===== config.mk =====
export PLATFORM = sky130hd
export DESIGN_NAME = panel_top
export DESIGN_NICKNAME = d
export VERILOG_FILES = /design/src/panel_pkg.sv /design/src/display_mux.sv /design/src/panel_sequencer.sv /design/src/panel_sync.sv /design/src/panel_top.sv /design/src/serial_rx.sv /design/src/serial_tx.sv
export VERILOG_INCLUDE_DIRS = /design/src
export SDC_FILE = /design/constraint.sdc
export NUM_CORES = 1
export LEC_CHECK = 0
export ABC_AREA = 0
export BUFFER_PORTS_ARGS = -buffer_cell sky130_fd_sc_hd__buf_4
export CAP_MARGIN = 10
export CORE_MARGIN = 3
export CORE_UTILIZATION = 35
export CTS_BUF_LIST = sky130_fd_sc_hd__clkbuf_4 sky130_fd_sc_hd__clkbuf_8
export DETAILED_ROUTE_END_ITERATION = 7
export GPL_ROUTABILITY_DRIVEN = 0
export PLACE_DENSITY = 0.52
export RECOVER_POWER = 100
export SLEW_MARGIN = 20
export SYNTH_ARGS = -nofsm -noshare
export SYNTH_HDL_FRONTEND = slang
export SYNTH_SLANG_ARGS = --single-unit

===== constraint.sdc =====
create_clock -name clk -period 2.7 [get_ports clk]
set_clock_uncertainty 0.2 [all_clocks]
set_input_delay 0.27 -clock clk [delete_from_list [all_inputs] [get_ports clk]]
set_output_delay 0.27 -clock clk [all_outputs]
set_load 0.02 [all_outputs]

===== src/panel_defs.svh =====
// panel exerciser parameters
`ifndef PANEL_DEFS_SVH
`define PANEL_DEFS_SVH

// serial line, clocks per bit
// short value keeps simulation frames quick
`define BAUD_DIV 8

// tick period minus one, drives the walking bit
`define PPS_CNT 64

// select switch hold-off after a mode change
`define DSEL_HOLD 64

// printable characters before each CR LF
`define LINE_COLS 80

// lowest counter bit shown on the address lamps
`define ADDR_SHIFT 2

`endif


===== src/panel_pkg.sv =====
// panel exerciser types
package panel_pkg;

  // one panel word: lamp data, switch register or a character
  typedef logic [11:0] word12_t;

  // control switches, sw in the msb
  typedef struct packed {
    logic sw;
    logic addr_load;
    logic extd_addr;
    logic clear;
    logic cont;
    logic exam;
    logic halt;
    logic single_step;
    logic dep;
  } switch_bank_t;

  // one-hot data lamp source
  typedef logic [5:0] display_mode_t;

  localparam display_mode_t MODE_TX         = 6'b000001;  // last char sent
  localparam display_mode_t MODE_SR         = 6'b000010;  // switch register
  localparam display_mode_t MODE_SWITCHES   = 6'b000100;
  localparam display_mode_t MODE_WALK_LEFT  = 6'b001000;
  localparam display_mode_t MODE_WALK_RIGHT = 6'b010000;
  localparam display_mode_t MODE_RX         = 6'b100000;  // last char received

endpackage


===== src/display_mux.sv =====
// data lamp source select
`timescale 1ns/1ps

module display_mux (
  input  logic                     clk,
  input  logic                     reset,
  input  panel_pkg::display_mode_t mode,
  input  panel_pkg::word12_t       tx_char,
  input  panel_pkg::word12_t       rx_char,
  input  panel_pkg::word12_t       sr,
  input  panel_pkg::switch_bank_t  switches,
  input  panel_pkg::word12_t       walk_word,
  output panel_pkg::word12_t       data_word
);

  import panel_pkg::*;

  word12_t switch_word;

  // sw lands on the leftmost lamp, dep on bit 3
  assign switch_word = {switches, 3'b000};

  always_ff @(posedge clk) begin
    if (reset) begin
      data_word <= '0;
    end else begin
      case (mode)
        MODE_TX:         data_word <= tx_char;  // changes every frame
        MODE_SR:         data_word <= sr;
        MODE_SWITCHES:   data_word <= switch_word;
        MODE_WALK_LEFT:  data_word <= walk_word;
        MODE_WALK_RIGHT: data_word <= walk_word;
        MODE_RX:         data_word <= rx_char;
        default:         data_word <= data_word;  // not one-hot, keep lamps
      endcase
    end
  end

endmodule


===== src/panel_sequencer.sv =====
// display select and lamp sequencing
`timescale 1ns/1ps
`include "panel_defs.svh"

module panel_sequencer (
  input  logic                     clk,
  input  logic                     reset,
  input  logic                     dsel_sw,
  output panel_pkg::display_mode_t mode,
  output logic [4:0]               dsel_led,
  output panel_pkg::word12_t       walk_word,
  output logic [14:0]              addr_count
);

  import panel_pkg::*;

  localparam int HOLD_W = $clog2(`DSEL_HOLD + 1);
  localparam int PPS_W  = $clog2(`PPS_CNT + 1);
  localparam int CNT_W  = `ADDR_SHIFT + 15;

  logic [HOLD_W-1:0] hold_cnt;
  logic [PPS_W-1:0]  pps_cnt;
  logic              tick;
  logic              dsel_prev;
  logic              dsel_rise;
  logic [CNT_W-1:0]  count_q;

  assign dsel_rise = dsel_sw && !dsel_prev;

  // select press rotates rx, walk right, walk left, switches, sr, tx
  always_ff @(posedge clk) begin
    if (reset) begin
      mode      <= MODE_RX;
      hold_cnt  <= '0;
      dsel_prev <= 1'b0;
    end else begin
      dsel_prev <= dsel_sw;
      if (dsel_rise && hold_cnt == '0) begin
        mode     <= {mode[0], mode[5:1]};
        hold_cnt <= HOLD_W'(`DSEL_HOLD);  // contact bounce is ignored
      end else if (hold_cnt != '0) begin
        hold_cnt <= hold_cnt - 1'b1;
      end
    end
  end

  always_ff @(posedge clk) begin
    if (reset) begin
      dsel_led <= 5'b01100;
    end else begin
      case (mode)
        MODE_WALK_RIGHT: dsel_led <= 5'b01010;
        MODE_WALK_LEFT:  dsel_led <= 5'b01001;
        MODE_SWITCHES:   dsel_led <= 5'b10100;
        MODE_SR:         dsel_led <= 5'b10010;
        MODE_TX:         dsel_led <= 5'b10001;
        default:         dsel_led <= 5'b01100;  // rx
      endcase
    end
  end

  always_ff @(posedge clk) begin
    if (reset) begin
      pps_cnt <= PPS_W'(`PPS_CNT);
      tick    <= 1'b0;
    end else if (pps_cnt == '0) begin
      pps_cnt <= PPS_W'(`PPS_CNT);
      tick    <= 1'b1;
    end else begin
      pps_cnt <= pps_cnt - 1'b1;
      tick    <= 1'b0;
    end
  end

  // single lit bit, empty word restarts the walk
  always_ff @(posedge clk) begin
    if (reset) begin
      walk_word <= '0;
    end else if (tick && mode == MODE_WALK_LEFT) begin
      walk_word <= (walk_word == '0) ? 12'o0001 : walk_word << 1;
    end else if (tick && mode == MODE_WALK_RIGHT) begin
      walk_word <= (walk_word == '0) ? 12'o4000 : walk_word >> 1;
    end
  end

  always_ff @(posedge clk) begin
    if (reset) begin
      count_q <= '0;
    end else begin
      count_q <= count_q + 1'b1;
    end
  end

  assign addr_count = count_q[CNT_W-1:`ADDR_SHIFT];  // low bits run too fast to see

endmodule


===== src/panel_sync.sv =====
// panel input synchronizer
`timescale 1ns/1ps

module panel_sync #(
  parameter type payload_t = logic
) (
  input  logic     clk,
  input  logic     reset,
  input  payload_t raw_n,   // active low from the panel
  output payload_t level    // active high, two cycles later
);

  payload_t meta_n;
  payload_t sync_n;

  // all ones is the released state of every switch
  always_ff @(posedge clk) begin
    if (reset) begin
      meta_n <= '1;
      sync_n <= '1;
    end else begin
      meta_n <= raw_n;
      sync_n <= meta_n;
    end
  end

  assign level = payload_t'(~sync_n);

endmodule


===== src/panel_top.sv =====
// front panel exerciser top
`timescale 1ns/1ps

module panel_top (
  input  logic                    clk,
  input  logic                    reset,
  input  logic                    rx,
  input  panel_pkg::word12_t      sr_n,
  input  panel_pkg::switch_bank_t switches_n,
  input  logic                    dsel_sw_n,
  output logic                    tx,
  output logic [14:0]             addr_lamps_n,
  output panel_pkg::word12_t      data_lamps_n,
  output logic [4:0]              dsel_led
);

  import panel_pkg::*;

  // control switches and select button share one synchronizer
  typedef struct packed {
    switch_bank_t bank;
    logic         dsel;
  } ctrl_t;

  ctrl_t         ctrl_n;
  ctrl_t         ctrl;
  word12_t       sr;
  word12_t       tx_char;
  word12_t       rx_char;
  word12_t       walk_word;
  word12_t       data_word;
  display_mode_t mode;
  logic [14:0]   addr_count;

  assign ctrl_n = '{bank: switches_n, dsel: dsel_sw_n};

  panel_sync #(.payload_t(word12_t)) u_sr_sync (
    .clk   (clk),
    .reset (reset),
    .raw_n (sr_n),
    .level (sr)
  );

  panel_sync #(.payload_t(ctrl_t)) u_ctrl_sync (
    .clk   (clk),
    .reset (reset),
    .raw_n (ctrl_n),
    .level (ctrl)
  );

  serial_tx u_tx (
    .clk     (clk),
    .reset   (reset),
    .tx      (tx),
    .tx_char (tx_char)
  );

  serial_rx u_rx (
    .clk     (clk),
    .reset   (reset),
    .rx      (rx),
    .rx_char (rx_char)
  );

  panel_sequencer u_seq (
    .clk        (clk),
    .reset      (reset),
    .dsel_sw    (ctrl.dsel),
    .mode       (mode),
    .dsel_led   (dsel_led),
    .walk_word  (walk_word),
    .addr_count (addr_count)
  );

  display_mux u_mux (
    .clk       (clk),
    .reset     (reset),
    .mode      (mode),
    .tx_char   (tx_char),
    .rx_char   (rx_char),
    .sr        (sr),
    .switches  (ctrl.bank),
    .walk_word (walk_word),
    .data_word (data_word)
  );

  // lamp drivers sink current, lit on low
  assign addr_lamps_n = ~addr_count;
  assign data_lamps_n = ~data_word;

endmodule


===== src/serial_rx.sv =====
// serial 8N1 receiver
`timescale 1ns/1ps
`include "panel_defs.svh"

module serial_rx (
  input  logic               clk,
  input  logic               reset,
  input  logic               rx,
  output panel_pkg::word12_t rx_char
);

  localparam int BAUD_W = $clog2(`BAUD_DIV);
  localparam logic [BAUD_W-1:0] BAUD_LAST = BAUD_W'(`BAUD_DIV - 1);
  localparam logic [BAUD_W-1:0] BAUD_HALF = BAUD_W'(`BAUD_DIV / 2 - 1);

  typedef enum logic [1:0] {
    RX_IDLE,
    RX_START,
    RX_DATA,
    RX_STOP
  } rx_state_t;

  rx_state_t         state;
  logic [BAUD_W-1:0] baud_cnt;
  logic [2:0]        bit_idx;
  logic [7:0]        data_q;
  logic              rx_meta;
  logic              rx_sync;
  logic              rx_prev;

  // line comes straight from the connector
  always_ff @(posedge clk) begin
    if (reset) begin
      rx_meta <= 1'b1;
      rx_sync <= 1'b1;
      rx_prev <= 1'b1;
    end else begin
      rx_meta <= rx;
      rx_sync <= rx_meta;
      rx_prev <= rx_sync;
    end
  end

  always_ff @(posedge clk) begin
    if (reset) begin
      state    <= RX_IDLE;
      baud_cnt <= '0;
      bit_idx  <= '0;
      rx_char  <= '0;
    end else begin
      if (baud_cnt != '0) begin
        baud_cnt <= baud_cnt - 1'b1;
      end
      case (state)
        RX_IDLE: begin
          if (rx_prev && !rx_sync) begin  // falling edge
            state    <= RX_START;
            baud_cnt <= BAUD_HALF;
          end
        end
        RX_START: begin
          if (baud_cnt == '0) begin
            // a glitch shorter than half a bit is dropped
            state    <= rx_sync ? RX_IDLE : RX_DATA;
            baud_cnt <= BAUD_LAST;
            bit_idx  <= '0;
          end
        end
        RX_DATA: begin
          if (baud_cnt == '0) begin
            baud_cnt <= BAUD_LAST;
            bit_idx  <= bit_idx + 1'b1;
            if (bit_idx == 3'd7) begin
              state <= RX_STOP;
            end
          end
        end
        default: begin
          if (baud_cnt == '0) begin
            state <= RX_IDLE;
            if (rx_sync) begin
              rx_char <= {4'b0000, data_q};  // framing error keeps old char
            end
          end
        end
      endcase
    end
  end

  // lsb arrives first
  always_ff @(posedge clk) begin
    if (state == RX_DATA && baud_cnt == '0) begin
      data_q <= {rx_sync, data_q[7:1]};
    end
  end

endmodule


===== src/serial_tx.sv =====
// serial test pattern transmitter
`timescale 1ns/1ps
`include "panel_defs.svh"

module serial_tx (
  input  logic               clk,
  input  logic               reset,
  output logic               tx,
  output panel_pkg::word12_t tx_char
);

  localparam int BAUD_W = $clog2(`BAUD_DIV);
  localparam int COL_W  = $clog2(`LINE_COLS);
  localparam logic [BAUD_W-1:0] BAUD_LAST = BAUD_W'(`BAUD_DIV - 1);
  localparam logic [COL_W-1:0]  COL_LAST  = COL_W'(`LINE_COLS - 1);
  localparam logic [7:0] CHAR_FIRST = 8'h20;  // space
  localparam logic [7:0] CHAR_LAST  = 8'h7e;  // tilde
  localparam logic [7:0] CHAR_CR    = 8'h0d;
  localparam logic [7:0] CHAR_LF    = 8'h0a;

  typedef enum logic [1:0] {
    GEN_PRINT,
    GEN_CR,
    GEN_LF
  } gen_state_t;

  logic [BAUD_W-1:0] baud_cnt;
  logic [3:0]        bit_cnt;     // bits left after the start bit
  logic [8:0]        shift_q;     // data lsb first, stop bit on top
  logic [COL_W-1:0]  col_cnt;
  logic [7:0]        print_char;  // next printable character
  gen_state_t        gen_state;
  logic [7:0]        next_char;
  logic              frame_start;

  always_comb begin
    case (gen_state)
      GEN_CR:  next_char = CHAR_CR;
      GEN_LF:  next_char = CHAR_LF;
      default: next_char = print_char;
    endcase
  end

  // previous stop bit has run its full length
  assign frame_start = (baud_cnt == '0) && (bit_cnt == '0);

  always_ff @(posedge clk) begin
    if (reset) begin
      tx       <= 1'b1;  // line idles high
      baud_cnt <= '0;
      bit_cnt  <= '0;
      tx_char  <= '0;
    end else if (baud_cnt != '0) begin
      baud_cnt <= baud_cnt - 1'b1;
    end else begin
      baud_cnt <= BAUD_LAST;
      if (frame_start) begin
        tx      <= 1'b0;  // start bit
        bit_cnt <= 4'd9;
        tx_char <= {4'b0000, next_char};
      end else begin
        tx      <= shift_q[0];
        bit_cnt <= bit_cnt - 1'b1;
      end
    end
  end

  always_ff @(posedge clk) begin
    if (frame_start) begin
      shift_q <= {1'b1, next_char};
    end else if (baud_cnt == '0) begin
      shift_q <= {1'b1, shift_q[8:1]};
    end
  end

  // character generator, steps once per frame
  always_ff @(posedge clk) begin
    if (reset) begin
      gen_state  <= GEN_PRINT;
      print_char <= CHAR_FIRST;
      col_cnt    <= '0;
    end else if (frame_start) begin
      case (gen_state)
        GEN_PRINT: begin
          print_char <= (print_char == CHAR_LAST) ? CHAR_FIRST : print_char + 8'd1;
          if (col_cnt == COL_LAST) begin
            col_cnt   <= '0;
            gen_state <= GEN_CR;  // line full
          end else begin
            col_cnt <= col_cnt + 1'b1;
          end
        end
        GEN_CR:  gen_state <= GEN_LF;
        default: gen_state <= GEN_PRINT;
      endcase
    end
  end

endmodule


* Word level (Yosys, flattened, before mapping)
Index checks and enable logic that the tools add are counted.
** Storage, ports and cells
- Input port bits :: 25
- Output and inout port bits :: 33
- Latch bits :: 0
- Logic and storage cells :: 151
- Bits in registers :: 180
- RAM bits :: 0
- Memories :: 0
- Bits in read-only memories :: 0
** Operators by class
- Reduce and logical (&&, ||, !) cells :: 37
- Add/subtract/negate cells :: 9
- Equal/unequal tests :: 18
- Divide/modulo/power cells :: 0
- $mul :: 0
- Bitwise gates (word level) :: 6
- Mux-type cells :: 33
- Order comparisons :: 0
- Shift operators :: 0
** Operator list (number)
- 12-bit one-hot mux with 5 select lines :: 1
- 12-bit two-way mux :: 4
- 5-bit one-hot mux with 5 select lines :: 1
- 8-bit two-way mux :: 3
- 12-bit inverter :: 2
- 7-bit two-way mux :: 3
- 3-bit two-way mux :: 6
- 17-bit by 1-bit adder with 17-bit output, second input constant :: 1
- 8-bit one-hot mux with 2 select lines :: 1
- 15-bit inverter :: 1
- 7-bit logical NOT :: 2
- 2-bit two-way mux :: 7
- 7-bit by 1-bit subtractor with 7-bit output, second input constant :: 2
- 12-bit logical NOT :: 1
- 3-bit one-hot mux with 2 select lines :: 2
- 2-bit by 1-bit inequality test with 1-bit output, second input constant :: 5
- 10-bit inverter :: 1
- 2-bit nonzero test :: 5
- 8-bit by 1-bit adder with 8-bit output, second input constant :: 1
- 8-bit by 7-bit equality test with 1-bit output, second input constant :: 1
- 2-bit OR reduction :: 4
- 7-bit by 1-bit adder with 7-bit output, second input constant :: 1
- 7-bit equality test, second input constant :: 1
- 1-bit logical AND :: 7
- other kinds (28) :: 40

* Longest topological paths before layout
- Word-level depth :: 4
- Gate-level depth with buffers :: 9
- Mapped depth without buffers :: 7

* By module
From an unflattened synthesis, not the netlist that was laid out.
** Unflattened totals
- Cells, all modules :: 864
- Area total of the unflattened synthesis :: 7983.9 um2
** Modules (own cells, without submodules)
- panel_sequencer :: area each 2600.0 um2, sequential area each 1121.1 um2, cells an instance 295, instances 1
- serial_tx :: area each 1973.1 um2, sequential area each 900.9 um2, cells an instance 217, instances 1
- serial_rx :: area each 1137.3 um2, sequential area each 620.6 um2, cells an instance 109, instances 1
- display_mux :: area each 888.4 um2, sequential area each 240.2 um2, cells an instance 102, instances 1
- panel_sync at u_sr_sync :: area each 698.2 um2, sequential area each 480.5 um2, cells an instance 62, instances 1
- panel_sync at u_ctrl_sync :: area each 585.6 um2, sequential area each 400.4 um2, cells an instance 52, instances 1
- panel_top :: area each 101.3 um2, sequential area each 0.0 um2, cells an instance 27, instances 1

* Least setup slack after synthesis
OpenSTA, ideal clock, no wires.
- Path kind :: register to register
- Start point :: reg u_tx.baud_cnt[0]
- End point :: reg u_tx.shift_q[3] (data pin)
- Arrival time :: 1530 ps
- Path slack :: 709 ps
- Library setup time :: 261 ps
- Clock period less this slack :: 1991 ps
- Stages on the path, launching flop included :: 8
- Cells stage by stage :: dfxtp_1 > inv_1 > ha_1 > nor3b_1 > nand3b_1 > clkbuf_1 > nor3_1 > nor2_1
** On the way
- Cells in the longest elaborated chain, start to end :: 3
** Ends and longest elaborated chain
- from (decl) :: line serial_tx.sv:27 : logic [BAUD_W-1:0] baud_cnt;
- from (signal assigned) :: line serial_tx.sv:54 : baud_cnt <= baud_cnt - 1'b1;
- 3-bit logical NOT :: line serial_tx.sv:45 : assign frame_start = (baud_cnt == '0) && (bit_cnt == '0);
- 1-bit logical AND :: line serial_tx.sv:45
- 8-bit two-way mux :: line serial_tx.sv:69 : if (frame_start) begin
- to (signal assigned) :: line serial_tx.sv:70 : shift_q <= {1'b1, next_char};
- to (signal assigned) :: line serial_tx.sv:72 : shift_q <= {1'b1, shift_q[8:1]};
- to (decl) :: line serial_tx.sv:29 : logic [8:0] shift_q;
Every way passes these cells.
A chain may end at the register's enable or synchronous reset.

==> results.py <==
metrics = {
    "synth": {
        "yosysTopAreaCell": "dfxtp_1",
        "synthFlopType": "dfxtp_1",
        "synth.avg_cell_area_sq_um": 9.50,
        "syn_nets": 820,
        "syn_inst": 772,
        "synthTopCellsByArea": "dfxtp_1, edfxtp_1, nor2_1",
        "yosys-top-cells-count": "dfxtp_1, nor2_1, inv_1",
        "synth_top_area_share_pct": 44.8,
        "yosysWarnings": 0,
        "ys_seq_area_share_pct": 51.3,
        "ys_ff_latch": 180,
        "ys_types": 52,
        "synthArstFlopShare_pct": 0,
        "yosysMostFrequentCell": "dfxtp_1",
        "synth_edf_count": 16,
        "syn_area_sq_um": 7330,
    },
    "sta": {
        "relSlewSlack_pct": -5.20,
        "rsz0062_at_grt": "no",
        "hold_viol_final": 0,
        "final.setup.tns_ns": 0,
        "timing.fmax_mhz": 415,
        "finalCriticalPeriod_ns": 2.41,
        "worstMarginPinSlew_ns": 1.58,
        "slew_violations": 75,
        "setup_violations": 0,
        "fin_ws_ns": 0.291,
        "fin_hold_ws_ns": 0.209,
        "post-route-period-util_pct": 89.2,
    },
    "clock_tree": {
        "tritoncts": "built",
        "cts_buffers": 17,
        "cts_sinks": 180,
        "postCtsHoldBufs": 24,
        "post_cts_buffers": 0,
        "clk_latency_ns": 0.47,
        "ctsResizeCount": 0,
        "clkTransAtPathRegs_ns": 0.11,
        "clockBufferDepth": 2,
        "htreeDepth": 4,
        "ctsRootBufferMaster": "clkbuf_8",
    },
    "drt": {
        "drc": 0,
        "dr.first_iter.drc_count": 335,
        "first_pass_iters": 4,
        "routedWlPerCell_microns": 13.3,
        "totalWireLength_mm": 15.0,
        "via_per_inst": 4.75,
        "final_antenna_net_count": 0,
        "vias": 5371,
    },
    "final_layout": {
        "synthToLayoutAreaGrowth_pct": 15.7,
        "instances_no_fill": 1130,
        "layout-drive-gt1-share_pct": 13.7,
        "final_cell_area_sq_um": 8490,
        "fillCellCount": 2088,
        "antenna_cells": 0,
        "nets": 895,
        "final_core_util_pct": 41.5,
    },
    "die": {
        "ios": 58,
        "core_area_sq_um": 20400,
        "initial_core_util_pct": 35.9,
        "dieArea_sq_um": 22700,
        "rows": 52,
        "die_w_microns": 151,
        "die_h_microns": 151,
    },
    "placed_design": {
        "numPortBuffers": 57,
        "place_inst": 1074,
        "post-place-ws_ns": 0.432,
        "dpl.hpwl_mm": 10.1,
        "placed_cell_area_sq_um": 8020,
    },
    "global_route": {
        "track_usage_pct": 13.7,
        "grt_max_degree": 75,
        "antenna_found_initial": 0,
        "overflow": 0,
        "grt_pass1_vias": 4989,
        "grt_first_pass_wirelength_mm": 25.1,
    },
    "setup_path": {
        "cp_max_fo": 74,
        "crit_path_end_kind": "flip-flop",
        "required_ns": 2.91,
        "reg2reg_setup_slack_ns": 0.34,
        "critPathArrivalTime_ns": 2.62,
        "startpoint_type": "input pin",
        "critPathKind": "input pin to flip-flop",
    },
    "power_and_ir_drop": {
        "irDropWorstVdd_mv": 0.329,
        "finalPower_mw": 6.18,
        "p_leak_nw": 3.19,
        "powerDensity_nw_per_um2": 728,
    },
    "run_status": {
        "status": "complete, but fails checks",
        "failed_checks": "max-capacitance violations, max-slew violations",
    },
    "job": {
        "drv_cap": 1,
    },
    "hold_path": {
        "hold_path.class": "flip-flop to flip-flop",
    },
}
-- registers in the layout (all words and copies together), names as in the netlist, 4 cells and up --
signal	flops
u_seq.walk_word	12
u_tx.bit_cnt	4
u_tx.col_cnt	7
u_sr_sync.meta_n	12
u_seq.count_q	17
u_tx.tx_char	8
u_seq.hold_cnt	7
u_sr_sync.sync_n	12
u_ctrl_sync.meta_n	10
u_mux.data_word	12
u_seq.pps_cnt	7
u_rx.data_q	8
u_tx.print_char	8
u_seq.dsel_led	5
u_rx.rx_char	8
u_seq.mode	6
u_ctrl_sync.sync_n	10
u_tx.shift_q	8
-- critical path, stage by stage --
cell           delay [ns]
dlygate4sd3_1        0.53
buf_4                0.22
clkbuf_2             1.17
a21oi_1              0.21
nor2_1               0.15
-- kinds of logic after synthesis --
| kind of cell | after synthesis | share of synthesized area [%] |
|---|---|---|
| xor+xnor | 35 | 4.18 |
| simple gates | 295 | 20.6 |
| flops | 180 | 51.3 |
| mux | 21 | 2.87 |
| fa+ha+maj | 23 | 3.92 |
| compound gates | 128 | 11.7 |
| buf+inv | 90 | 5.39 |
-- metal layers --
metal / vias to the layer above / wire length [microns] / GRT usage (%)
met2: 61 / 6480 / 20.1
met1: 2501 / 7870 / 19.9
met4: 0 / 221 / 4.76
met5: - / 0 / 0
li1: 2794 / - / -
met3: 15 / 478 / 3.01
-- final cells by class --
cell class,count,area (sq um),area share (%)
multi-input combinational,502,3160,37.2
timing repair buffer,96,627,7.39
inverter,50,188,2.21
sequential,180,3760,44.4
tap,270,338,3.98
clock inverter,15,175,2.06
clock buffer,17,234,2.76
-- report_power, final --
| group | total [mW] | leakage [nW] | internal [mW] | switching, mW |
|---|---|---|---|---|
| Clock | 1.87 | 0.206 | 0.721 | 1.15 |
| Sequential | 3.13 | 1.49 | 2.96 | 0.175 |
| Combinational | 1.18 | 1.50 | 0.522 | 0.654 |
| Total | 6.18 | 3.19 | 4.20 | 1.97 |
-- worst paths after layout --
| check | startpoint | end | depth (start not counted) |
|---|---|---|---|
| max | reset | u_seq.dsel_led[2] | 5 |
| min | u_ctrl_sync.meta_n[0] | u_ctrl_sync.sync_n[0] | 1 |
| max reg2reg | u_tx.baud_cnt[0] | u_tx.gen_state[0] | 7 |
| min reg2reg | u_ctrl_sync.meta_n[0] | u_ctrl_sync.sync_n[0] | 1 |
-- cells in the final DEF, fill, tap and decap left out, types with 12 or more instances in the layout --
cell	n
dfxtp_1	164
nor2_1	100
inv_1	50
or2_2	48
nand2_1	39
clkbuf_1	39
a21oi_1	38
buf_4	30
dlygate4sd3_1	24
ha_1	23
o21ai_0	21
mux2i_1	21
xnor2_1	19
a211oi_1	19
clkbuf_8	17
xor2_1	16
nand3_1	16
edfxtp_1	16
a221oi_1	15
nor3_1	15
nand4_1	12
Note: power is estimated with default switching activity, not from simulation.
